`config.mk`:
```
export PLATFORM = sky130hd
export DESIGN_NAME = dwt_apb_regs_flat
export DESIGN_NICKNAME = d
export VERILOG_FILES = /design/src/design/dwt_pkg.sv /design/src/design/sample_port_if.sv /design/src/design/dwt_apb_regs.sv /design/src/flat_wrapper.sv
export VERILOG_INCLUDE_DIRS = /design/src /design/src/design
export SDC_FILE = /design/constraint.sdc
export NUM_CORES = 1
export LEC_CHECK = 0
export BUFFER_PORTS_ARGS = -buffer_cell sky130_fd_sc_hd__buf_2
export CAP_MARGIN = 10
export CORE_UTILIZATION = 27
export CTS_CLUSTER_DIAMETER = 40
export DETAILED_ROUTE_END_ITERATION = 10
export PLACE_DENSITY_LB_ADDON = 0.25
export SLEW_MARGIN = 20
export SYNTH_ARGS = -nofsm -noshare
export SYNTH_HDL_FRONTEND = slang
export SYNTH_SLANG_ARGS = --single-unit
export TNS_END_PERCENT = 20
```
`constraint.sdc`:
```
create_clock -name clk -period 4.7 [get_ports clk]
set_input_delay 0.94 -clock clk [delete_from_list [all_inputs] [get_ports clk]]
set_output_delay 0.94 -clock clk [all_outputs]
set_load 0.01 [all_outputs]
```
`src/design/dwt_macros.svh`:
```
`ifndef DWT_MACROS_SVH
`define DWT_MACROS_SVH

// bank geometry
`define DWT_N            16
`define DWT_SAMPLE_W     16
`define DWT_MAX_LEVELS   3

// apb bus
`define DWT_ADDR_W       8
`define DWT_DATA_W       32

// register map with one word per sample in the window
`define DWT_CTRL_OFS     8'h00
`define DWT_STATUS_OFS   8'h04
`define DWT_SAMPLE_BASE  8'h40

`define DWT_UPD_ROUND    2

`endif

```
`src/design/dwt_pkg.sv`:
```
`include "dwt_macros.svh"

package dwt_pkg;

  typedef logic signed [`DWT_SAMPLE_W-1:0]          sample_t;
  typedef logic [`DWT_N*`DWT_SAMPLE_W-1:0]          sample_vec_t;
  typedef logic [$clog2(`DWT_N)-1:0]                idx_t;
  typedef logic [1:0]                               level_t;
  typedef logic [`DWT_ADDR_W-1:0]                   apb_addr_t;
  typedef logic [`DWT_DATA_W-1:0]                   apb_data_t;

  typedef enum logic [1:0] {
    IDLE,
    LIFT,
    DONE
  } lift_state_t;

  typedef enum logic {
    PREDICT,
    UPDATE
  } lift_step_t;

endpackage

```
`src/design/sample_port_if.sv`:
```
`timescale 1ns/1ps

interface sample_port_if import dwt_pkg::*; ();

  logic    en;     // one cycle per completed host access
  logic    we;
  idx_t    idx;
  sample_t wdata;
  sample_t rdata;  // combinational from idx

  modport host (
    output en, we, idx, wdata,
    input  rdata
  );

  modport bank (
    input  en, we, idx, wdata,
    output rdata
  );

endinterface

```
`src/design/dwt_apb_regs.sv`:
```
`timescale 1ns/1ps
`include "dwt_macros.svh"

module dwt_apb_regs import dwt_pkg::*;
(
  input  logic        clk,
  input  logic        rst_global,
  input  logic        psel,
  input  logic        penable,
  input  logic        pwrite,
  input  apb_addr_t   paddr,
  input  apb_data_t   pwdata,
  output apb_data_t   prdata,
  output logic        pready,
  output logic        pslverr,
  input  logic        busy,
  input  logic        done,
  output logic        start,
  output level_t      levels,
  sample_port_if.host sp
);

  apb_addr_t   sample_ofs;
  logic        is_ctrl;
  logic        is_status;
  logic        is_sample;
  logic        access;
  logic        lvl_bad;
  int unsigned req_levels;

  assign sample_ofs = paddr - `DWT_SAMPLE_BASE;
  assign is_ctrl    = (paddr == `DWT_CTRL_OFS);
  assign is_status  = (paddr == `DWT_STATUS_OFS);
  assign is_sample  = (paddr >= `DWT_SAMPLE_BASE) &&
                      (sample_ofs < apb_addr_t'(`DWT_N * 4)) &&
                      (paddr[1:0] == 2'b00);

  assign req_levels = 32'(pwdata[2:1]);
  assign lvl_bad    = (req_levels == 0) || (req_levels > `DWT_MAX_LEVELS);

  // only status answers while a transform runs
  assign pready  = !(psel && busy && !is_status);
  assign access  = psel && penable && pready;
  assign pslverr = access && (!(is_ctrl || is_status || is_sample) ||
                              (is_ctrl && pwrite && lvl_bad));

  assign sp.en    = access && is_sample;
  assign sp.we    = pwrite;
  assign sp.idx   = idx_t'(sample_ofs >> 2);
  assign sp.wdata = sample_t'(pwdata[`DWT_SAMPLE_W-1:0]);

  always_comb
  begin
    prdata = '0;
    if (is_status)
    begin
      prdata = {{(`DWT_DATA_W-2){1'b0}}, done, busy};
    end
    else if (is_sample)
    begin
      prdata = {{(`DWT_DATA_W-`DWT_SAMPLE_W){sp.rdata[`DWT_SAMPLE_W-1]}}, sp.rdata};
    end
  end

  always_ff @(posedge clk)
  begin
    if (rst_global)
    begin
      start  <= 1'b0;
      levels <= level_t'(1);
    end
    else
    begin
      start <= 1'b0;  // single cycle pulse
      if (access && pwrite && is_ctrl && !lvl_bad)
      begin
        start  <= pwdata[0];
        levels <= pwdata[2:1];
      end
    end
  end

endmodule

```
`src/flat_wrapper.sv`:
```
// flat-port wrapper written by rule: the top's interface ports become plain ports
module dwt_apb_regs_flat import dwt_pkg::*;
  (clk, rst_global, psel, penable, pwrite, paddr, pwdata, prdata, pready, pslverr, busy, done, start, levels, sp_en, sp_we, sp_idx, sp_wdata, sp_rdata);
  sample_port_if sp_i ();
  input  logic clk;
  input  logic rst_global;
  input  logic psel;
  input  logic penable;
  input  logic pwrite;
  input  apb_addr_t paddr;
  input  apb_data_t pwdata;
  output apb_data_t prdata;
  output logic pready;
  output logic pslverr;
  input  logic busy;
  input  logic done;
  output logic start;
  output level_t levels;
  output wire logic [$bits(sp_i.en)-1:0] sp_en;
  output wire logic [$bits(sp_i.we)-1:0] sp_we;
  output wire logic [$bits(sp_i.idx)-1:0] sp_idx;
  output wire logic [$bits(sp_i.wdata)-1:0] sp_wdata;
  input wire logic [$bits(sp_i.rdata)-1:0] sp_rdata;
  assign sp_en = sp_i.en;
  assign sp_we = sp_i.we;
  assign sp_idx = sp_i.idx;
  assign sp_wdata = sp_i.wdata;
  assign sp_i.rdata = sp_rdata;
  dwt_apb_regs u_core (.clk(clk), .rst_global(rst_global), .psel(psel), .penable(penable), .pwrite(pwrite), .paddr(paddr), .pwdata(pwdata), .prdata(prdata), .pready(pready), .pslverr(pslverr), .busy(busy), .done(done), .start(start), .levels(levels), .sp(sp_i));
endmodule
```
==> impl_results.md <==
* Switching Fraction at a little under a third
* Root Driver: clkbuf_4
* Comb pwr share at 36.2%
* Share of cells above drive strength 1 at approximately 70%
* Min Hold Slack at between 0.4 and 0.5 ns
* Initial DRC count at 4
* Worst path most repeated cell: buf_2
* Final wirelength at around 1600 µm
* Largest net degree at the start of global routing at 21
* CP peak stage delay at 0.77 ns
* Chip Height at ~51 µm
* Quantity of hold-fixing buffers added after cts at 0
* VDD IR-drop max at ~0.18 mV
* H-tree Lvls at 1
* Predominant post-synthesis flop cell: dfxtp_1
* Max Cap Viol at 0
* Via count at ~660
* Post-layout min period at around 3.5 ns
* Async set or reset register ratio after synthesis at 0%
* Int Power at 77.21 µW
* CTS clk-pin slew, worst paths at about 0.030 ns
* Synth Register Bits at 3
* Relative slew slack at a little over a third
* Critical Path Slowest Stage Cell: nor3_2
* Clock network power share at between 40% and 50%
* Slew Limit Fails at 0
* Core Box Area at roughly 2200 µm²
* LEAKAGE at roughly 0.00056 µW
* Row cnt at 17
* First-pass GRT wire length at 2311 µm
* Clk_lat worst skew at 0.23 ns
* Yosys warnings at 0
* DRC Markers at 0
* DIE AREA at roughly 2600 µm²
* Syn avg cell area at 7.909 µm²
* WS Path Type: input pin to primary output
* Sequential Power Share at 23.0%
* Setup Buffers After CTS at 0
* Worst-path cell chain: buf_2 > nor3_2 > nand3_1 > a221oi_2 > buf_2
* Vias in the first global route at between 500 and 600
* Ant diodes at 0
* Synthesized net count at between 100 and 150
* Worst-margin pin slew at 0.9466 ns
* Post-synth EDFFs at 0
* Clk_skew at 0 ns
* # fillers at about 250
* Setup TNS at 0 ns
* Startpoint class of the critical path: input pin
* Initial antenna violation count at 0
* Nets at between 150 and 200
* Vias per inst at roughly 4.3
* Top-Level Pins at roughly 120
* P per Cell Area at roughly 140 nW/µm²
* Share of the yosys chip area belonging to registers at a little under a tenth
* Status: finished, final reports clean
* RSZ-0062 raised after global routing: no
* Crit path DAT at 2.57 ns
* Fmax at between 0.2 and 0.3 GHz
* WL per Instance at 10.45 µm
* GPL Wtd Cong at 0.7373
* Worst hold path class: flip-flop to flip-flop
* Post-CTS sizing at 0
* Port-buffer cells at 79
* Max FO, Critical Path at 20
* Bufs on Longest Clock Path at 2
* Sink count of the clock tree at 3
* Cells after Synth at between 80 and 90
* Period Utilization, post-route at 74.68%
* Hpwl dp at approximately 1300 µm
* Layout area overhead at 25.39%
* Final setup violation count at 0
* Synthesized area at 640.6 µm²
* Net Switching at between 30 and 40 µW
* GRT Overall Usage at about an eighth
* Initial Util at around 29%
* Pre-antenna DRT Iters at 4
* Number of buffers created by CTS at 3
* Synth cell types at 23
* Antenna Violating Nets Remaining at 0
* DIE WIDTH at roughly 50 µm
* Final Hold Violating Endpoints at 0
* Critical path required time at approximately 3.8 ns
* CTS tree: done
* Gr ovfl total at 0
* Worst Setup End Kind: primary output
==> area by class of cell <==
cell class	count	area, µm²	area share, %
inverters	1	3.754	0.4673
flip-flops and latches	3	60.06	7.477
repair buffers	79	395.4	49.22
clock buffers	4	26.28	3.271
multi-input cells	37	282.8	35.20
well taps	28	35.03	4.361
==> synth_stat cells (2+ instances only) <==
library cell  count  area, µm²
a22o_1            2      17.52
and3_1           14      87.58
buf_4            38      285.3
dfxtp_1           3      60.06
mux2i_1           2      20.02
nand2b_1          2      12.51
nand3_1           2      10.01
nor2_1            2      7.510
nor4b_1           2      17.52
==> kinds of logic after synthesis <==
logic type / synth area share [%]
mux: 3.125
flops: 9.375
compound gates: 8.008
buf+inv: 46.48
simple gates: 33.01
==> per-stage QoR <==
stage / util (%) / cells / power [µW] / cell area [µm²] / setup slack (ns)
floorplan: - / 81 / 59.78 / 640.6 / 1.814
finish: 35.97 / 152 / 111.4 / 803.3 / 1.190
global placement: 34.79 / 148 / 66.42 / 777.0 / 1.200
global route: 35.97 / 152 / 122.1 / 803.3 / 1.019
CTS: 35.97 / 152 / 114.1 / 803.3 / 1.165
detailed placement: 34.79 / 148 / 66.80 / 777.0 / 1.173
==> worst max-delay path: cells and delay by family <==
family | cells | cell delay [ns]
AND/OR/NAND/NOR | 2 | 1.03
AO/OA/AOI/OAI | 1 | 0.33
buffers and inverters | 2 | 0.27
==> registers in the layout, summed over array words and instances (netlist names) <==
signal	count
u_core.levels	2
u_core.start	1
==> power by group through the flow <==
stage	combinational (µW)	clock, µW	sequential (µW)
floorplan	33.8	0	26.0
global placement	40.4	0	26.0
detailed placement	40.8	0	26.0
CTS	40.9	47.7	25.6
global route	44.3	52.2	25.6
finish	40.4	45.4	25.6
==> metal layers <==
layer  vias up  wire, µm  track usage, %
met1       269       598           12.28
met5         -         0               0
met2        54       745           20.67
met4         0        35           4.167
li1        332         -               -
met3         6       209           5.455
==> cell usage in the layout (no fill, tap or decap) <==
master	n
buf_2	79
and3_1	14
clkbuf_4	3
dfxtp_1	3
a22o_1	2
nand3_1	2
nor4b_1	2
nor2_1	2
mux2i_1	2
nand2b_1	2
nor3_2	1
and2_1	1
nor4_4	1
and3_2	1
inv_1	1
o41ai_1	1
nand2_1	1
a221oi_2	1
o211a_1	1
nor3b_1	1
and4_4	1
and3b_1	1
clkbuf_1	1
==> path summary, 6_finish.rpt <==
check | from | endpoint | slack (ns) | cells after the start
worst max-delay path | paddr[7] | pslverr | 1.19 | 5
worst min-delay path | u_core.levels[1] | u_core.levels[1] | 0.46 | 2
worst max register to register | u_core.levels[0] | u_core.levels[0] | 4.13 | 2
worst min register to register | u_core.levels[1] | u_core.levels[1] | 0.46 | 2
(Power assumes the default switching activity.)
