File: src/design/dwt_macros.svh
`ifndef DWT_MACROS_SVH
`define DWT_MACROS_SVH

// bank geometry
`define DWT_N            16
`define DWT_SAMPLE_W     16
`define DWT_MAX_LEVELS   3

// apb bus
`define DWT_ADDR_W       8
`define DWT_DATA_W       32

// register map with one word per sample in the window
`define DWT_CTRL_OFS     8'h00
`define DWT_STATUS_OFS   8'h04
`define DWT_SAMPLE_BASE  8'h40

`define DWT_UPD_ROUND    2

`endif

File: src/design/dwt_pkg.sv
`include "dwt_macros.svh"

package dwt_pkg;

  typedef logic signed [`DWT_SAMPLE_W-1:0]          sample_t;
  typedef logic [`DWT_N*`DWT_SAMPLE_W-1:0]          sample_vec_t;
  typedef logic [$clog2(`DWT_N)-1:0]                idx_t;
  typedef logic [1:0]                               level_t;
  typedef logic [`DWT_ADDR_W-1:0]                   apb_addr_t;
  typedef logic [`DWT_DATA_W-1:0]                   apb_data_t;

  typedef enum logic [1:0] {
    IDLE,
    LIFT,
    DONE
  } lift_state_t;

  typedef enum logic {
    PREDICT,
    UPDATE
  } lift_step_t;

endpackage

File: src/design/lift_fsm.sv
`timescale 1ns/1ps

module lift_fsm import dwt_pkg::*;
(
  input  logic clk,
  input  logic rst_global,
  input  logic start,
  input  logic last,
  output logic cnt_clear,
  output logic cnt_advance,
  output logic lift_en,
  output logic busy,
  output logic done
);

  lift_state_t state_q;
  lift_state_t state_d;

  always_comb
  begin
    state_d = state_q;
    case (state_q)
      IDLE, DONE:
        if (start)
          state_d = LIFT;
      LIFT:
        if (last)
          state_d = DONE;  // update of final level just loaded
      default:
        state_d = IDLE;
    endcase
  end

  always_ff @(posedge clk)
  begin
    if (rst_global)
      state_q <= IDLE;
    else
      state_q <= state_d;
  end

  assign cnt_clear   = start && (state_q != LIFT);
  assign cnt_advance = (state_q == LIFT);
  assign lift_en     = (state_q == LIFT);  // bank takes array output each lift cycle
  assign busy        = (state_q == LIFT);
  assign done        = (state_q == DONE);

endmodule

File: config.mk
export PLATFORM = sky130hd
export DESIGN_NAME = lift_fsm
export DESIGN_NICKNAME = d
export VERILOG_FILES = /design/src/design/dwt_pkg.sv /design/src/design/lift_fsm.sv
export VERILOG_INCLUDE_DIRS = /design/src /design/src/design
export SDC_FILE = /design/constraint.sdc
export NUM_CORES = 1
export LEC_CHECK = 0
export BUFFER_PORTS_ARGS = -buffer_cell sky130_fd_sc_hd__buf_2
export CAP_MARGIN = 10
export CORE_AREA = 2 2 39 41
export CTS_CLUSTER_DIAMETER = 50
export CTS_CLUSTER_SIZE = 28
export DETAILED_ROUTE_END_ITERATION = 8
export DIE_AREA = 0 0 41 43
export GPL_ROUTABILITY_DRIVEN = 0
export PLACE_DENSITY = 0.34
export SYNTH_ARGS = -nofsm -noshare
export SYNTH_HDL_FRONTEND = slang
export SYNTH_SLANG_ARGS = --single-unit
export TNS_END_PERCENT = 5
File: constraint.sdc
create_clock -name clk -period 1.2 [get_ports clk]
set_input_delay 0.24 -clock clk [delete_from_list [all_inputs] [get_ports clk]]
set_output_delay 0.24 -clock clk [all_outputs]
set_load 0.01 [all_outputs]
==> reports/summary.txt, run 1 <==
worst stage delay on the critical path -> 0.31 ns
setup TNS -> 0 ns
CTS max path bufs -> 2
XOR/XNOR Fraction of Synth Area -> 0%
Synth Register Bits -> 2
max_cap viols -> 0
Fin. Hold Viols -> 0
cts hold-fix bufs -> 0
TritonCTS clock tree -> yes
leading registers by flop count -> state_q (2)
TritonCTS Buffers -> 3
crit path DAT -> 0.92 ns
DRT Wirelength -> 319 um
hold_sp -> last
RSZ-0062 raised after global routing -> no
area fraction in compound gates after synthesis -> 15.73%
initial antenna violation count -> 0
Syn Inst Count -> 13
yosys warns -> 0
most common cell after layout, fill and taps aside -> buf_2
largest family of logic cells by synthesized area -> simple AND/OR/NAND/NOR gates
fraction of layout cells with a size suffix above 1 -> 72.73%
first-pass GRT wire length -> 441 um
vias in the first global route -> 117
Post-DP Area -> 156.4 sq um
site row count -> 14
full die area -> 1763 sq um
drt pass-1 iters -> 3
Starting Density -> 8.047%
Hold Path Class -> input port to register
CORE AREA -> 1384 sq um
fin worst setup slack -> 0.04110 ns
area grow syn2layout -> 77.53%
drt initial violations -> 3
Routed wire per std cell -> 8.395 um
crit path max-delay cell type -> dfxtp_2
Worst-path clk slew -> 0.03 ns
most frequent cells in the layout -> buf_2 (7), clkbuf_4 (3), dfxtp_2 (2)
net count after synthesis -> 17
CP top delay family -> flip-flops
Worst Hold Path EP -> state_q[0]
flop-to-flop setup slack -> 0.33 ns
Vias/cell -> 3.237
dpl ws -> 0.2032 ns
mux cell area share after synthesis -> 0%
Worst Max-Slew Pin Slew -> 0.1941 ns
r2r worst-path depth -> 2
nets -> 28
worst clock skew -> 0.002412 ns
final worst path period share -> 96.58%
reg2reg start -> state_q[0]
slew margin rel. -> 86.95%
Die Height -> 43 um
min Tclk post-route -> 1.159 ns
Vias -> 123
Bufs and invs on worst path -> 1
I/O pins -> 9
final number of setup-violating endpoints -> 0
Pleak -> 0.1008 nW
largest fanout on the critical path -> 3
Worst Hold Depth -> 2
PortBufs -> 8
worst-skew pair later-pin latency -> 0.22 ns
Crit Path Category -> register to primary output
R2R Path End -> state_q[0]
HPWL after DPL -> 233.9 um
fmax -> 862.9 MHz
Cell Area, Synth -> 111.4 sq um
H-tree depth -> 1
Avg Inst Size Synth -> 8.566 sq um
startpoint class of the critical path -> register
CP Capture Type -> primary output
max reg flops -> 2
number of remaining DRC errors -> 0
Final ANT Viol Nets -> 0
clk sinks -> 2
Root Buffer -> clkbuf_4
GRT overflow -> 0
status -> completed
synthesized-area fraction occupied by adder cells -> 0%
maximum vdd drop -> 0.0002732 V
Biggest register -> state_q
Chip Width -> 41 um
crit path cell chain -> nand2b_4 > and2_4 > buf_6
Synth Area in Simple Gates -> 28.09%
Pwr Density -> 1403 nW/um^2
ANT cells -> 0
Total GRT Usage -> 4.605%
Pins Over Slew Limit -> 0
synth unique cells -> 11
Finished Cell Area -> 197.7 sq um
Crit path required time -> 0.96 ns
sequential area share after synthesis -> 35.96%
pin count of the biggest net entering global routing -> 5
==> how the worst max path moves through the flow <==
stage | startpoint | to | slack [ns] | depth (start not counted)
final | state_q[1] | cnt_clear | 0.04 | 3
after global routing | state_q[1] | cnt_clear | 0.01 | 3
after CTS | state_q[1] | cnt_clear | 0.0002 | 3
after detailed placement | state_q[1] | cnt_clear | 0.20 | 3
after global placement | state_q[1] | cnt_clear | 0.20 | 3
after floorplan | state_q[1] | cnt_advance | 0.30 | 3
==> routing by layer <==
| metal | vias up | share of wire (%) | routed length (um) | global-route usage (%) |
|---|---|---|---|---|
| met5 | - | 0 | 0 | 0 |
| met4 | 0 | 1.9 | 6 | 8.000 |
| met3 | 2 | 14 | 46 | 3.665 |
| met2 | 9 | 42 | 133 | 4.063 |
| met1 | 51 | 42 | 133 | 4.459 |
| li1 | 61 | - | - | - |
==> cell families after synthesis <==
family | count (synthesis)
buffers and inverters | 4
AND/OR/NAND/NOR | 5
AO/OA/AOI/OAI | 2
flip-flops | 2
==> area by class of cell <==
type / instances / area (sq um)
tap: 16 / 20.02
sequential: 2 / 42.54
fill: 158 / 1186
multi-input combinational: 7 / 58.81
timing repair buffer: 8 / 46.29
clock buffer: 3 / 22.52
inverter: 2 / 7.507
==> through the flow <==
step                      hold slack [ns]  util, %  cells  total power [W]
after detailed placement           0.4621    11.30     35        0.0001190
after global placement             0.4473    11.30     35        0.0001177
after floorplan                    0.3426        -     13        0.0001045
after CTS                          0.2146    13.56     38        0.0002809
final                              0.2250    14.29     38        0.0002774
after global routing               0.2237    14.29     38        0.0002958
==> what timing repair did <==
action                                  in CTS  in global routing
pin swaps                                    0                  1
buffers inserted                             0                  0
endpoints found under the setup margin       1                  1
gates cloned                                 0                  0
gates resized for setup                      2                  3
endpoints found under the hold margin        0                  0
==> report_power, final <==
part           total [W]  leakage, nW  switching (W)  internal [W]
clock network   0.000148       0.0138      0.0000374      0.000110
registers      0.0000767       0.0172     0.00000424     0.0000725
logic          0.0000530       0.0698      0.0000252     0.0000278
==> cells in the mapped netlist <==
| cell type | number | area [sq um] |
|---|---|---|
| inv_1 | 1 | 3.750 |
| a32o_1 | 1 | 10.01 |
| dfxtp_1 | 2 | 40.04 |
| o31ai_1 | 1 | 7.510 |
| inv_2 | 1 | 3.750 |
| nor2b_1 | 1 | 6.260 |
| nor2_1 | 1 | 3.750 |
| or3b_1 | 1 | 8.760 |
| and2_1 | 1 | 6.260 |
| buf_4 | 2 | 15.01 |
| nand2b_1 | 1 | 6.260 |
Power figures use the tool's default switching activity.
==> run 2: changes to the inputs <==
--- a/config.mk
+++ b/config.mk
@@ -14,7 +14,7 @@
 export DETAILED_ROUTE_END_ITERATION = 8
 export DIE_AREA = 0 0 41 43
 export GPL_ROUTABILITY_DRIVEN = 0
-export PLACE_DENSITY = 0.34
+export PLACE_DENSITY = 0.35
 export SYNTH_ARGS = -nofsm -noshare
 export SYNTH_HDL_FRONTEND = slang
 export SYNTH_SLANG_ARGS = --single-unit
==> constraint.sdc (replaced) <==
create_clock -name clk -period 1 [get_ports clk]
set_input_delay 0.2 -clock clk [delete_from_list [all_inputs] [get_ports clk]]
set_output_delay 0.2 -clock clk [all_outputs]
set_load 0.01 [all_outputs]
==> run 2 against run 1 <==
  * The run now ends with negative setup slack left
  * Critical endpoint unchanged
  * Core utilization is the same
  * Clock power grew 20%
  * Largest cell class unchanged
  * Via count grew 6.5%
  * Sequential share of layout area is the same
  * Critical path depth is the same
  * Total power grew 20%
==> reports/summary.txt, run 2 (same netlist as run 1, synthesis figures left out) <==
status -> complete, but fails checks
failing checks -> negative setup slack
max reg flops -> 2
internal power -> 0.0002526 W
PortBufs -> 8
slew margin rel. -> 87.53%
crit path DAT -> 0.91 ns
final worst path period share -> 111.0%
worst clock skew -> 0.0007954 ns
Fin. Hold Viols -> 0
first-pass GRT wire length -> 524 um
Biggest register -> state_q
pin count of the biggest net entering global routing -> 5
DRT Wirelength -> 324 um
final core occ -> 14.29%
full die area -> 1763 sq um
Hold Slack -> 0.1821 ns
Routed wire per std cell -> 8.526 um
Finished Cell Area -> 197.7 sq um
Chip Width -> 41 um
Final ANT Viol Nets -> 0
Pleak -> 0.1008 nW
Net Sw Frac -> 24.07%
most common cell after layout, fill and taps aside -> buf_2
Reg power frac -> 27.6%
Pins Over Slew Limit -> 0
Setup crit start -> state_q[1]
max_cap viols -> 0
TritonCTS clock tree -> yes
R2R Path End -> state_q[0]
largest fanout on the critical path -> 3
Logic pwr share -> 19.1%
fraction of layout cells with a size suffix above 1 -> 72.73%
Power, Total -> 0.0003327 W
Vias/cell -> 3.447
I/O pins -> 9
Die Height -> 43 um
nets -> 28
vias in the first global route -> 130
ANT cells -> 0
startpoint class of the critical path -> register
worst-skew pair later-pin latency -> 0.22 ns
Root Buffer -> clkbuf_4
Post-Layout Cell Count -> 38
HPWL after DPL -> 273.4 um
min Tclk post-route -> 1.110 ns
Worst-path clk slew -> 0.03 ns
clk sinks -> 2
fmax -> 901.0 MHz
flop-to-flop setup slack -> 0.14 ns
TritonCTS Buffers -> 3
fin worst setup slack -> -0.1098 ns
reg2reg start -> state_q[0]
Starting Density -> 8.047%
site row count -> 14
Pwr Density -> 1683 nW/um^2
CP Capture Type -> primary output
Crit Path Category -> register to primary output
CTS max path bufs -> 2
RSZ-0062 raised after global routing -> yes
area grow syn2layout -> 77.53%
Vias -> 131
H-tree depth -> 1
Hold Path Class -> input port to register
Inst Count DP -> 35
GRT overflow -> 0
hold_sp -> last
drt initial violations -> 0
CORE AREA -> 1384 sq um
number of remaining DRC errors -> 0
initial antenna violation count -> 0
Crit path required time -> 0.80 ns
Worst Hold Depth -> 2
most frequent cells in the layout -> buf_2 (7), clkbuf_4 (3), dfxtp_2 (2)
Fillers -> 154
drt pass-1 iters -> 1
final number of setup-violating endpoints -> 5
number of post-CTS setup repair buffers -> 0
maximum vdd drop -> 0.0003328 V
Post-DP Area -> 156.4 sq um
sw power -> 0.00008009 W
leading registers by flop count -> state_q (2)
r2r worst-path depth -> 2
CP endpoint -> cnt_clear
Clock Power Share -> 53.3%
Total GRT Usage -> 4.810%
Worst Max-Slew Pin Slew -> 0.1855 ns
run 2: cell counts in the layout (fill, tap and decap cells not counted):
Identical to the previous run, type by type.
run 2: layout make-up:
type | count | area (sq um) | area share [%]
timing repair buffer | 8 | 46.29 | 23.42
inverter | 2 | 7.507 | 3.797
sequential | 2 | 42.54 | 21.52
clock buffer | 3 | 22.52 | 11.39
tap | 16 | 20.02 | 10.13
multi-input combinational | 7 | 58.81 | 29.75
run 2: worst min path at each step:
stage / to / slack, ns
final: state_q[0] / 0.18
after global routing: state_q[0] / 0.17
after CTS: state_q[0] / 0.18
after detailed placement: state_q[0] / 0.42
after global placement: state_q[0] / 0.41
after floorplan: state_q[0] / 0.30
run 2: routing by layer:
metal  global-route usage, %  up-vias  wire, um
met4                   6.000        0         0
met2                   5.625        9       146
met5                       0        -         0
li1                        -       63         -
met1                   5.431       59       135
met3                   2.094        0        42
run 2: repair_timing:
item                       CTS  global route
pin swaps                    1             0
hold buffers                 0             0
setup endpoints to repair    5             5
resized for setup            5             0
run 2: worst max-delay path, stage by stage, from the launching register on:
cell and delay [ns]:
dfxtp_2 0.30, nand2b_4 0.14, and2_4 0.14, buf_6 0.11
run 2: power groups by stage:
stage / Sequential [W] / Combinational (W) / Clock [W]
finish: 0.0000918 / 0.0000637 / 0.000177
global route: 0.0000925 / 0.0000708 / 0.000199
CTS: 0.0000920 / 0.0000651 / 0.000190
detailed placement: 0.0000899 / 0.0000541 / 0
global placement: 0.0000891 / 0.0000516 / 0
floorplan: 0.0000889 / 0.0000365 / 0
run 2: stage by stage:
stage                     setup TNS [ns]  setup WS (ns)
after floorplan                        0         0.1409
after global placement                 0        0.06071
after detailed placement               0        0.03686
after CTS                        -0.4898        -0.1257
after global routing             -0.6677        -0.1513
final                            -0.3836        -0.1098
==> run 3: changes to the inputs <==
--- a/config.mk
+++ b/config.mk
@@ -15,6 +15,7 @@
 export DIE_AREA = 0 0 41 43
 export GPL_ROUTABILITY_DRIVEN = 0
 export PLACE_DENSITY = 0.35
+export REMOVE_ABC_BUFFERS = 1
 export SYNTH_ARGS = -nofsm -noshare
 export SYNTH_HDL_FRONTEND = slang
 export SYNTH_SLANG_ARGS = --single-unit
==> run 3 against run 2 <==
  * The flow still finishes with violations (negative setup slack)
  * Register-to-register slack is essentially flat
  * Critical path depth is the same
  * Largest cell class unchanged
  * Combinational power down 2%
  * Sequential power hardly changed
  * Highest routed layer unchanged
  * Wire length fell by 9.0%
  * Clock power about the same
  * Worst hold slack gained 0.0059 ns
  * Clock-buffer cell count unchanged
  * Sequential cell count stayed put
  * Core utilization unchanged
==> reports/summary.txt, run 3 (same netlist as run 1, synthesis figures left out) <==
failing checks -> negative setup slack
full die area -> 1763 sq um
maximum vdd drop -> 0.0004344 V
fin worst setup slack -> -0.1099 ns
startpoint class of the critical path -> register
Worst-path clk slew -> 0.03 ns
Biggest register -> state_q
max_cap viols -> 0
initial antenna violation count -> 0
leading registers by flop count -> state_q (2)
first-pass GRT wire length -> 510 um
Crit Path Category -> register to primary output
Worst Hold Depth -> 2
Inst Count DP -> 35
fmax -> 901.0 MHz
CP Capture Type -> primary output
Bufs and invs on worst path -> 1
worst-skew pair later-pin latency -> 0.22 ns
Die Height -> 43 um
min Tclk post-route -> 1.110 ns
PortBufs -> 8
most common cell after layout, fill and taps aside -> buf_2
number of post-CTS setup repair buffers -> 0
pin count of the biggest net entering global routing -> 5
nets -> 28
reg2reg start -> state_q[0]
dpl ws -> 0.04710 ns
crit path max-delay cell type -> dfxtp_2
largest fanout on the critical path -> 3
TritonCTS clock tree -> yes
Finished Cell Area -> 197.7 sq um
slew margin rel. -> 86.74%
H-tree depth -> 1
TritonCTS Buffers -> 3
most frequent cells in the layout -> buf_2 (7), clkbuf_4 (3), dfxtp_2 (2)
Worst Max-Slew Pin Slew -> 0.1972 ns
RSZ-0062 raised after global routing -> yes
metal1 wirelength -> 133 um
DRT Wirelength -> 295 um
Routed wire per std cell -> 7.763 um
final number of setup-violating endpoints -> 5
R2R Path End -> state_q[0]
Vias/cell -> 3.263
HPWL after DPL -> 212.5 um
GRT overflow -> 0
Crit path required time -> 0.80 ns
Top Metal Used -> met3
Hold Path Class -> input port to register
crit path DAT -> 0.91 ns
hold_sp -> last
flop-to-flop setup slack -> 0.14 ns
drt pass-1 iters -> 2
Fin. Hold Viols -> 0
metal2 WL -> 117 um
area grow syn2layout -> 77.53%
drt initial violations -> 1
met3 WL post-DR -> 44 um
vias in the first global route -> 133
Pleak -> 0.1008 nW
Pwr Density -> 1672 nW/um^2
r2r worst-path depth -> 2
Root Buffer -> clkbuf_4
Final ANT Viol Nets -> 0
crit path cell chain -> nand2b_4 > and2_4 > buf_6
Post-DP Area -> 156.4 sq um
Setup crit start -> state_q[1]
Total GRT Usage -> 4.805%
clk sinks -> 2
Starting Density -> 8.047%
worst clock skew -> 0.002103 ns
status -> complete, but fails checks
Chip Width -> 41 um
CTS max path bufs -> 2
Pins Over Slew Limit -> 0
site row count -> 14
max reg flops -> 2
Post-Layout Cell Count -> 38
CORE AREA -> 1384 sq um
Worst Hold Path EP -> state_q[0]
number of remaining DRC errors -> 0
I/O pins -> 9
CP top delay family -> flip-flops
fraction of layout cells with a size suffix above 1 -> 72.73%
Power, Total -> 0.0003305 W
worst stage delay on the critical path -> 0.30 ns
final worst path period share -> 111.0%
setup TNS -> -0.3340 ns
ANT cells -> 0
Vias -> 124
[run 3: report_power, final]
part / total (W) / switching (W) / internal (W) / leakage, nW
registers: 0.0000920 / 0.00000501 / 0.0000870 / 0.0172
clock network: 0.000176 / 0.0000437 / 0.000132 / 0.0138
logic: 0.0000626 / 0.0000293 / 0.0000334 / 0.0698
total: 0.000331 / 0.0000780 / 0.000253 / 0.101
[run 3: stage by stage]
step / hold slack (ns) / utilization (%)
floorplan: 0.3026 / -
global placement: 0.4088 / 11.30
detailed placement: 0.4271 / 11.30
CTS: 0.1822 / 13.65
global route: 0.1899 / 14.29
finish: 0.1880 / 14.29
[run 3: metal layers]
| layer | GRT usage [%] | vias to the layer above |
|---|---|---|
| met5 | 0 | - |
| met4 | 6.000 | 0 |
| met3 | 3.665 | 0 |
| met2 | 5.313 | 9 |
| met1 | 4.777 | 55 |
| li1 | - | 60 |
[run 3: final cells by class]
type	instances	area, sq um
repair buffers	8	46.29
inverters	2	7.507
multi-input cells	7	58.81
well taps	16	20.02
clock buffers	3	22.52
fillers	160	1186
flip-flops and latches	2	42.54
[run 3: repair_timing]
item,in CTS,in global routing
endpoints found under the setup margin,5,5
resized for setup,3,2
hold buffers,0,0
pin swaps,1,0
[run 3: worst max-delay path by stage]
stage	end	slack [ns]	cells past startpoint
CTS	cnt_clear	-0.14	3
finish	cnt_clear	-0.11	3
global placement	cnt_clear	0.05	3
global route	cnt_clear	-0.14	3
detailed placement	cnt_clear	0.05	3
floorplan	state_q[1]	0.11	3
