===== src/design/dwt_macros.svh =====
`ifndef DWT_MACROS_SVH
`define DWT_MACROS_SVH

// bank geometry
`define DWT_N            16
`define DWT_SAMPLE_W     16
`define DWT_MAX_LEVELS   3

// apb bus
`define DWT_ADDR_W       8
`define DWT_DATA_W       32

// register map with one word per sample in the window
`define DWT_CTRL_OFS     8'h00
`define DWT_STATUS_OFS   8'h04
`define DWT_SAMPLE_BASE  8'h40

`define DWT_UPD_ROUND    2

`endif


===== src/design/dwt_pkg.sv =====
`include "dwt_macros.svh"

package dwt_pkg;

  typedef logic signed [`DWT_SAMPLE_W-1:0]          sample_t;
  typedef logic [`DWT_N*`DWT_SAMPLE_W-1:0]          sample_vec_t;
  typedef logic [$clog2(`DWT_N)-1:0]                idx_t;
  typedef logic [1:0]                               level_t;
  typedef logic [`DWT_ADDR_W-1:0]                   apb_addr_t;
  typedef logic [`DWT_DATA_W-1:0]                   apb_data_t;

  typedef enum logic [1:0] {
    IDLE,
    LIFT,
    DONE
  } lift_state_t;

  typedef enum logic {
    PREDICT,
    UPDATE
  } lift_step_t;

endpackage


===== src/design/lift_step_counter.sv =====
`timescale 1ns/1ps

module lift_step_counter import dwt_pkg::*;
(
  input  logic       clk,
  input  logic       rst_global,
  input  logic       clear,
  input  logic       advance,
  input  level_t     levels,
  output lift_step_t step,
  output level_t     level,
  output logic       last
);

  always_ff @(posedge clk)
  begin
    if (rst_global || clear)
    begin
      step  <= PREDICT;
      level <= '0;
    end
    else if (advance)
    begin
      if (step == PREDICT)
      begin
        step <= UPDATE;
      end
      else
      begin
        step  <= PREDICT;
        level <= level + level_t'(1);  // next octave after update
      end
    end
  end

  assign last = (step == UPDATE) && (level == levels - level_t'(1));

endmodule


===== config.mk =====
export PLATFORM = sky130hd
export DESIGN_NAME = lift_step_counter
export DESIGN_NICKNAME = d
export VERILOG_FILES = /design/src/design/dwt_pkg.sv /design/src/design/lift_step_counter.sv
export VERILOG_INCLUDE_DIRS = /design/src /design/src/design
export SDC_FILE = /design/constraint.sdc
export NUM_CORES = 1
export LEC_CHECK = 0
export BUFFER_PORTS_ARGS = -buffer_cell sky130_fd_sc_hd__buf_2
export CAP_MARGIN = 5
export CORE_AREA = 2 2 39 41
export CTS_CLUSTER_DIAMETER = 150
export CTS_CLUSTER_SIZE = 8
export DETAILED_ROUTE_END_ITERATION = 10
export DIE_AREA = 0 0 41 43
export PLACE_DENSITY = 0.32
export REMOVE_ABC_BUFFERS = 1
export SLEW_MARGIN = 20
export SYNTH_ARGS = -nofsm -noshare
export SYNTH_HDL_FRONTEND = slang
export SYNTH_SLANG_ARGS = --single-unit

===== constraint.sdc =====
create_clock -name clk -period 1.9 [get_ports clk]
set_clock_uncertainty 0.05 [all_clocks]
set_input_delay 0.19 -clock clk [delete_from_list [all_inputs] [get_ports clk]]
set_output_delay 0.19 -clock clk [all_outputs]
set_load 0.01 [all_outputs]

==> results.sh, run 1 <==
export IMPL_die_x_um=41
export IMPL_cts_root_buffer_cell="clkbuf_4"
export IMPL_outcome="complete, no violations"
export IMPL_worst_hold_path_endpoint="level[0]"
export IMPL_yosys_area_top_type="dfxtp_1"
export IMPL_top_layer="met3"
export IMPL_grt_pass1_vias=162
export IMPL_rsz0062_at_grt="no"
export IMPL_syn_inst=17
export IMPL_worst_r2r_setup_slack_ps=880
export IMPL_cts_buffers=3
export IMPL_yosysUniqueCellTypes=12
export IMPL_tightestPinTransition_ps=250.7
export IMPL_crit_fanout=4
export IMPL_first_pass_iters=2
export IMPL_fin_nets=37
export IMPL_fp_coreArea_sq_um=1384
export IMPL_grt_max_degree=8
export IMPL_gp_congestion=0.5426
export IMPL_clock_sinks=3
export IMPL_post_cts_setup_buffers=0
export IMPL_finalCritPeriodShare_pct=69.95
export IMPL_arrival_ps=1090
export IMPL_syn_avg_cell_area_sq_um=9.936
export IMPL_first_iter_violations=1
export IMPL_setup_violations=0
export IMPL_netlist_area_sq_um=168.9
export IMPL_slew_violations=0
export IMPL_hold_class="in2reg"
export IMPL_grt_usage_pct=6.225
export IMPL_routed_via_density=3.674
export IMPL_path_class="reg2out"
export IMPL_design_die_area_sq_um=1763
export IMPL_hold_viol_final=0
export IMPL_row_count=14
export IMPL_powerDensity_nw_per_um2=756.7
export IMPL_fp_dieH_um=43
export IMPL_critPathCaptureType="primary output"
export IMPL_synth_top_cells_by_area="dfxtp_1 36%, nand3b_1 13%, xnor2_1 10%"
export IMPL_yosys_warnings=0
export IMPL_cp_start_kind="flop"
export IMPL_power_w=0.0001969
export IMPL_cts_max_level=1
export IMPL_worst_r2r_path_depth=2
export IMPL_reg2reg_from="step"
export IMPL_area_growth_pct=54.07
export IMPL_hold_depth=3
export IMPL_clock_path_buffers=2
export IMPL_port_buffers=9
export IMPL_num_antenna_cells=0
export IMPL_cts_hold_buf=0
export IMPL_grt_overflow=0
export IMPL_post_route_min_period_ps=1329
export IMPL_drt_met1_wl_um=139
export IMPL_wl_met3_um=33
export IMPL_ys_ff_latch=3
export IMPL_synth_top_area_share_pct=35.56
export IMPL_cts_tree="built"
export IMPL_r2r_end="level[1]"
export IMPL_cts_resized=0
export IMPL_clkTransAtPathRegs_ps=40
export IMPL_antenna_found_initial=0
export IMPL_wl_met2_um=208
export IMPL_clock_latency_ps=230
export IMPL_grt_pass1_wl_um=607
export IMPL_crit_required_ps=1660
export IMPL_detail_route_wl_per_cell_um=8.283
export IMPL_io_pins=10
export IMPL_dp_hpwl_um=306.9
export IMPL_initial_utilization_pct=12.21
export IMPL_vias=169
export IMPL_ant_nets=0
export IMPL_remaining_drc_errors=0
export IMPL_drt_wl_total_um=381
export IMPL_synth_seq_area_share_pct=35.56
export IMPL_hp_start="rst_global"
export IMPL_fmax_ghz=0.7524
export IMPL_max_vdd_ir_drop_mv=0.1323
export IMPL_relSlewSlack_pct=83.26
export IMPL_p_leak_nw=0.1109
export IMPL_drv_cap=0
export IMPL_fin_tns_setup_ps=0
export IMPL_layout_drive_gt1_share_pct=50.00
-- report_power, final --
| part | switching (W) | leakage [nW] | internal [W] |
|---|---|---|---|
| Sequential | 0.00000272 | 0.0243 | 0.0000648 |
| Combinational | 0.00000815 | 0.0716 | 0.0000102 |
| Clock | 0.0000323 | 0.0150 | 0.0000787 |
| Total | 0.0000432 | 0.111 | 0.000154 |
-- metal layers --
layer  track usage (%)  up-vias
li1                  -       86
met4             8.000        0
met2             7.500        5
met1             4.502       78
met5                 0        -
met3             6.283        0
-- kinds of logic after synthesis --
logic type,Yosys count,synth area share [%]
AOI/OAI and AO/OA,2,8.886
DFF,3,35.56
muxes,2,12.59
and+or+nand+nor,8,32.59
xor gates and xnor gates,2,10.37
-- cell usage in the layout (no fill, tap or decap) --
cell type / netlist / final
a21bo_2: 1 / 1
mux2_1: 1 / 1
xnor2_1: 2 / 2
dfxtp_1: 3 / 3
a21oi_1: 1 / 1
nor3_1: 1 / 1
nor3b_1: 1 / 1
or2_2: 1 / 1
mux2i_1: 1 / 1
clkbuf_4: 0 / 3
nor2_1: 1 / 1
nand3_2: 1 / 1
buf_2: 0 / 9
nand3b_1: 3 / 3
clkbuf_1: 0 / 1
-- per-stage QoR --
step / instances / worst slack (ps) / util (%) / instance area [sq um] / hold WS, ps
detailed placement: 42 / 791.4 / 16.91 / 234.0 / 445.0
finish: 46 / 570.9 / 18.81 / 260.3 / 200.0
global placement: 42 / 823.7 / 16.91 / 234.0 / 437.4
global route: 46 / 489.3 / 18.81 / 260.3 / 220.2
CTS: 46 / 534.3 / 18.81 / 260.3 / 195.5
floorplan: 17 / 815.8 / - / 168.9 / 276.8
-- area by class of cell --
cell class / instances / area, sq um
Sequential cell: 3 / 60.06
Tap cell: 16 / 20.02
Multi-Input combinational cell: 14 / 108.9
Clock buffer: 4 / 26.28
Timing Repair Buffer: 9 / 45.04
Fill cell: 167 / 1124
-- cells in the mapped netlist --
library cell	number
nor2_1	1
a21bo_2	1
or2_2	1
nor3_1	1
xnor2_1	2
dfxtp_1	3
nand3_2	1
mux2_1	1
nand3b_1	3
a21oi_1	1
mux2i_1	1
nor3b_1	1
-- registers in the layout, summed over array words and instances (netlist names) --
register,count
step,1
level,2
-- worst max-delay path by stage --
| stage | start | to | slack, ps |
|---|---|---|---|
| 3_3_place_gp | level[1] | last | 820 |
| 3_5_place_dp | level[1] | last | 790 |
| 5_1_grt | level[1] | last | 490 |
| 6_report | level[1] | last | 570 |
| 2_1_floorplan | level[1] | last | 820 |
| 4_1_cts | level[1] | last | 530 |
-- worst max-delay path: stages (launching register included) --
cell	delay (ps)
dfxtp_1	330
xnor2_1	200
mux2i_1	190
buf_2	140
No activity file was read; power rests on OpenSTA's default activity.
==> run 2: changes to the inputs <==
Settings changed: ABC_AREA set to 1, PLACE_DENSITY 0.32 to 0.33.
Clock period 1.9 ns to 1.2 ns, I/O delays scaled along.
==> run 2 against run 1 <==
Sequential share of layout area fell by 0.35 points. Die area did not move. Synthesized cell count rose by 41%. Via count rose by 19%. Setup slack got worse by 510 ps. Critical endpoint unchanged. Wire length rose by 6.3%. Non-clock buffer count rose by 3. Cell area rose by 16%.
==> results.sh, run 2 <==
export IMPL_outcome="complete, no violations"
export IMPL_fin_nets=47
export IMPL_crit_fanout=4
export IMPL_final_cell_mix="9 x buf_2, 4 x nand2_1, 4 x nor2_1"
export IMPL_ys_ff_latch=3
export IMPL_reg_top3="level x2, step x1"
export IMPL_dpl_cell_area_sq_um=231.5
export IMPL_row_count=14
export IMPL_yosys_warnings=0
export IMPL_clkTransAtPathRegs_ps=40
export IMPL_drt_wl_total_um=405
export IMPL_hold_class="in2reg"
export IMPL_routed_via_density=3.589
export IMPL_cts_root_buffer_cell="clkbuf_4"
export IMPL_cts_buffers=3
export IMPL_synth_most_common_cell="nand2_1"
export IMPL_p_leak_nw=0.1478
export IMPL_synthAdderAreaFrac_pct=0
export IMPL_finalCritPeriodShare_pct=94.95
export IMPL_cp_start_kind="flop"
export IMPL_grt_pass1_wl_um=593
export IMPL_fmax_ghz=0.8776
export IMPL_synth_seq_area_share_pct=36.09
export IMPL_netlist_area_sq_um=166.4
export IMPL_clock_sinks=3
export IMPL_clock_path_buffers=2
export IMPL_synthSimpleGateAreaFrac_pct=38.35
export IMPL_setup_violations=0
export IMPL_first_pass_iters=1
export IMPL_grt_pass1_vias=174
export IMPL_synth_top_cells_by_area="dfxtp_1 36%, nand2_1 14%, a21oi_1 9.0%"
export IMPL_cts_tree="built"
export IMPL_synth_mux_area_share_pct=0
export IMPL_first_iter_violations=0
export IMPL_clock_latency_ps=230
export IMPL_die_x_um=41
export IMPL_arrival_ps=970
export IMPL_yosys_area_top_type="dfxtp_1"
export IMPL_tightestPinTransition_ps=139.0
export IMPL_top_register="level"
export IMPL_critPathCaptureType="primary output"
export IMPL_layout_drive_gt1_share_pct=65.00
export IMPL_largest_reg_flops=2
export IMPL_powerDensity_nw_per_um2=1045
export IMPL_synth_edf_count=0
export IMPL_finalNonFillerCells=56
export IMPL_vias=201
export IMPL_hold_viol_final=0
export IMPL_synthArstFlopShare_pct=0
export IMPL_grt_overflow=0
export IMPL_synth_common_cells="6 x nand2_1, 4 x nor2_1, 3 x a21oi_1, 3 x dfxtp_1, 3 x inv_1"
export IMPL_design_die_area_sq_um=1763
export IMPL_fillCellCount=161
export IMPL_syn_inst=24
export IMPL_grt_max_degree=7
export IMPL_dp_hpwl_um=295.1
export IMPL_cts_max_level=1
export IMPL_ant_nets=0
export IMPL_synth_xor_xnor_area_share_pct=0
export IMPL_utilization_pct=21.88
export IMPL_ys_flop_type="dfxtp_1"
export IMPL_remaining_drc_errors=0
export IMPL_max_vdd_ir_drop_mv=0.3501
export IMPL_synth_compound_area_share_pct=18.80
export IMPL_post_route_min_period_ps=1139
export IMPL_yosysUniqueCellTypes=10
export IMPL_detail_route_wl_per_cell_um=7.232
export IMPL_grt_usage_pct=5.617
export IMPL_path_class="reg2out"
export IMPL_gp_congestion=0.5805
export IMPL_final_common_cell="buf_2"
export IMPL_num_antenna_cells=0
export IMPL_port_buffers=9
export IMPL_fp_coreArea_sq_um=1384
export IMPL_slew_violations=0
export IMPL_power_w=0.0003163
export IMPL_synth_top_area_share_pct=36.09
export IMPL_io_pins=10
export IMPL_synth_top_family_by_area="simple AND/OR/NAND/NOR gates"
export IMPL_syn_avg_cell_area_sq_um=6.934
export IMPL_initial_utilization_pct=12.03
export IMPL_fin_tns_setup_ps=0
export IMPL_crit_required_ps=1030
export IMPL_rsz0062_at_grt="yes"
export IMPL_finalInstanceArea_sq_um=302.8
export IMPL_area_growth_pct=81.95
export IMPL_dp_cells=49
export IMPL_antenna_found_initial=0
export IMPL_drv_cap=0
export IMPL_fp_dieH_um=43
export IMPL_relSlewSlack_pct=90.64
run 2: changes by cell type after synthesis, sizes merged, moves of 2 or more:
cell / before / now
inv: 0 / 3
a21oi: 1 / 3
xnor2: 2 / 0
nand3b: 3 / 0
nor2: 1 / 5
nand2: 0 / 6
run 2: cell families (layout without fill, tap and decap cells):
group                  after synthesis  after routing
AOI/OAI and AO/OA                    5              5
buffers and inverters                3             19
DFF                                  3              3
and+or+nand+nor                     13             13
run 2: power by group:
part | total, W | switching (W) | internal, W | leakage [nW]
Combinational | 0.0000380 | 0.0000186 | 0.0000194 | 0.107
Sequential | 0.000102 | 0.00000238 | 0.0000996 | 0.0264
Clock | 0.000176 | 0.0000517 | 0.000125 | 0.0150
Total | 0.000316 | 0.0000727 | 0.000244 | 0.148
run 2: final cells by class:
class                   instances  area [sq um]  area share, %
flip-flops and latches          3         68.82          22.73
inverters                       3         11.26          3.719
clock buffers                   4         26.28          8.678
multi-input cells              18         108.9          35.95
well taps                      16         20.02          6.612
repair buffers                 12         67.56          22.31
run 2: critical path: stages (launching register included):
cell and delay, ps:
dfxtp_4 350, a21boi_2 140, nand2_1 50, nor2_1 70
buf_2 130
run 2: timing repair:
item / 4_1_cts / 5_1_grt
hold buffers: 0 / 0
buffers inserted: 0 / 3
resized for setup: 2 / 8
setup endpoints to repair: 1 / 1
run 2: worst paths after layout:
check | from | to | slack (ps) | cells past startpoint
setup / recovery | step | last | 60 | 4
hold / removal | advance | step | 60 | 2
setup reg to reg | step | level[1] | 360 | 5
hold reg to reg | level[0] | level[0] | 460 | 2
run 2: per-layer routing:
layer  vias to the layer above  GRT usage, %  part of all wire, %
met3                         0         4.712                   16
met2                        11         5.625                   39
met4                         0         6.000                    0
li1                        110             -                    -
met1                        80         6.410                   46
met5                         -             0                    0
run 2: through the flow:
stage                     setup slack, ps  hold slack, ps
final                               60.57           61.36
after global routing               -11.37           71.21
after CTS                           4.158           53.18
after detailed placement            205.6           310.3
after global placement              197.1           309.5
after floorplan                     215.1           163.5
==> run 3: changes to the inputs <==
Settings changed: BUFFER_PORTS_ARGS -buffer_cell sky130_fd_sc_hd__buf_2 to -buffer_cell sky130_fd_sc_hd__clkbuf_2.
==> run 3 against run 2 <==
Setup slack lost 10 ps. Power is 2.2% lower. Worst hold slack gained 2.6 ps. Die area unchanged. Clock-buffer cell count unchanged. Critical path depth stayed put. Combinational power fell by 7.4%. Non-clock buffer count down 1. Sequential power barely moved. Largest cell class unchanged.
==> results.sh, run 3 (synthesis results as in run 2) <==
export IMPL_drv_cap=0
export IMPL_grt_overflow=0
export IMPL_area_growth_pct=73.68
export IMPL_port_buffers=9
export IMPL_hold_class="in2reg"
export IMPL_crit_required_ps=1030
export IMPL_fmax_ghz=0.8699
export IMPL_finalCritPeriodShare_pct=95.80
export IMPL_cts_buffers=3
export IMPL_vias=197
export IMPL_cts_root_buffer_cell="clkbuf_4"
export IMPL_clock_path_buffers=2
export IMPL_p_leak_nw=0.1402
export IMPL_cts_max_level=1
export IMPL_multiInputGateArea_sq_um=102.6
export IMPL_powerDensity_nw_per_um2=1071
export IMPL_path_class="reg2out"
export IMPL_hold_depth=2
export IMPL_power_w=0.0003095
export IMPL_relSlewSlack_pct=91.43
export IMPL_tightestPinTransition_ps=127.2
export IMPL_ant_nets=0
export IMPL_design_die_area_sq_um=1763
export IMPL_clock_sinks=3
export IMPL_clkTransAtPathRegs_ps=30
export IMPL_place_worst_setup_slack_ps=164.4
export IMPL_slew_violations=0
export IMPL_grt_pass1_wl_um=593
export IMPL_final_common_cell="clkbuf_2"
export IMPL_detail_route_wl_per_cell_um=7.109
export IMPL_fin_ws_ps=50.45
export IMPL_row_count=14
export IMPL_fin_nets=46
export IMPL_first_iter_violations=2
export IMPL_die_x_um=41
export IMPL_num_antenna_cells=0
export IMPL_crit_fanout=3
export IMPL_max_vdd_ir_drop_mv=0.3008
export IMPL_first_pass_iters=2
export IMPL_routed_via_density=3.582
export IMPL_post_route_min_period_ps=1150
export IMPL_dp_hpwl_um=307.7
export IMPL_top_register="level"
export IMPL_cts_hold_buf=0
export IMPL_whs_ps=63.91
export IMPL_grt_pass1_vias=161
export IMPL_cp_start_kind="flop"
export IMPL_cts_tree="built"
export IMPL_fp_coreArea_sq_um=1384
export IMPL_dpl_cell_area_sq_um=231.5
export IMPL_remaining_drc_errors=0
export IMPL_outcome="complete, no violations"
export IMPL_rsz0062_at_grt="yes"
export IMPL_critPathCaptureType="primary output"
export IMPL_grt_max_degree=6
export IMPL_drt_wl_total_um=391
export IMPL_reg_top3="level x2, step x1"
export IMPL_finalInstanceArea_sq_um=289.0
export IMPL_fillCellCount=159
export IMPL_worst_r2r_path_depth=3
export IMPL_setup_violations=0
export IMPL_io_pins=10
export IMPL_initial_utilization_pct=12.03
export IMPL_grt_usage_pct=5.416
export IMPL_clock_latency_ps=230
export IMPL_hold_viol_final=0
export IMPL_layout_drive_gt1_share_pct=58.97
export IMPL_largest_reg_flops=2
export IMPL_fp_dieH_um=43
export IMPL_antenna_found_initial=0
export IMPL_arrival_ps=980
export IMPL_layout_area_seq_sq_um=68.82
export IMPL_final_cell_mix="8 x clkbuf_2, 5 x nand2_1, 4 x nor2_1"
export IMPL_gp_congestion=0.6052
## run 3: critical path: stages, from the launching register on
cell     delay, ps
dfxtp_2        330
nand2_1         80
a21oi_1        150
nor2_1          60
buf_2          130
## run 3: what timing repair did
action | CTS | global route
endpoints found under the hold margin | 0 | 0
gates resized for setup | 5 | 4
buffers inserted | 1 | 1
setup endpoints to repair | 1 | 1
## run 3: report_power, final
part	internal [W]	switching, W
Clock	0.000124	0.0000489
Combinational	0.0000172	0.0000181
Sequential	0.0000996	0.00000142
## run 3: worst paths after layout
| kind | from | end | slack (ps) |
|---|---|---|---|
| worst max-delay path | level[1] | last | 50 |
| worst min-delay path | advance | step | 60 |
| worst max register to register | step | step | 370 |
| worst min register to register | level[0] | level[0] | 470 |
## run 3: layout make-up
type | instances | share of cell area [%]
Tap cell | 16 | 6.926
Sequential cell | 3 | 23.81
Clock buffer | 4 | 9.091
Multi-Input combinational cell | 18 | 35.50
Timing Repair Buffer | 11 | 20.78
Inverter | 3 | 3.896
## run 3: routing by layer
metal | GRT usage (%) | up-vias | part of all wire [%] | routed length [um]
met2 | 5.313 | 9 | 39 | 154
li1 | - | 107 | - | -
met4 | 6.000 | 0 | 0 | 0
met1 | 6.731 | 81 | 44 | 173
met3 | 3.665 | 0 | 16 | 63
met5 | 0 | - | 0 | 0
## run 3: through the flow
| step | util, % | TNS (ps) | std cells |
|---|---|---|---|
| 4_1_cts | 19.62 | 0 | 54 |
| 5_1_grt | 20.89 | -37.94 | 55 |
| 3_5_place_dp | 16.73 | 0 | 49 |
| 6_report | 20.89 | 0 | 55 |
| 3_3_place_gp | 16.73 | 0 | 49 |
| 2_1_floorplan | - | 0 | 24 |
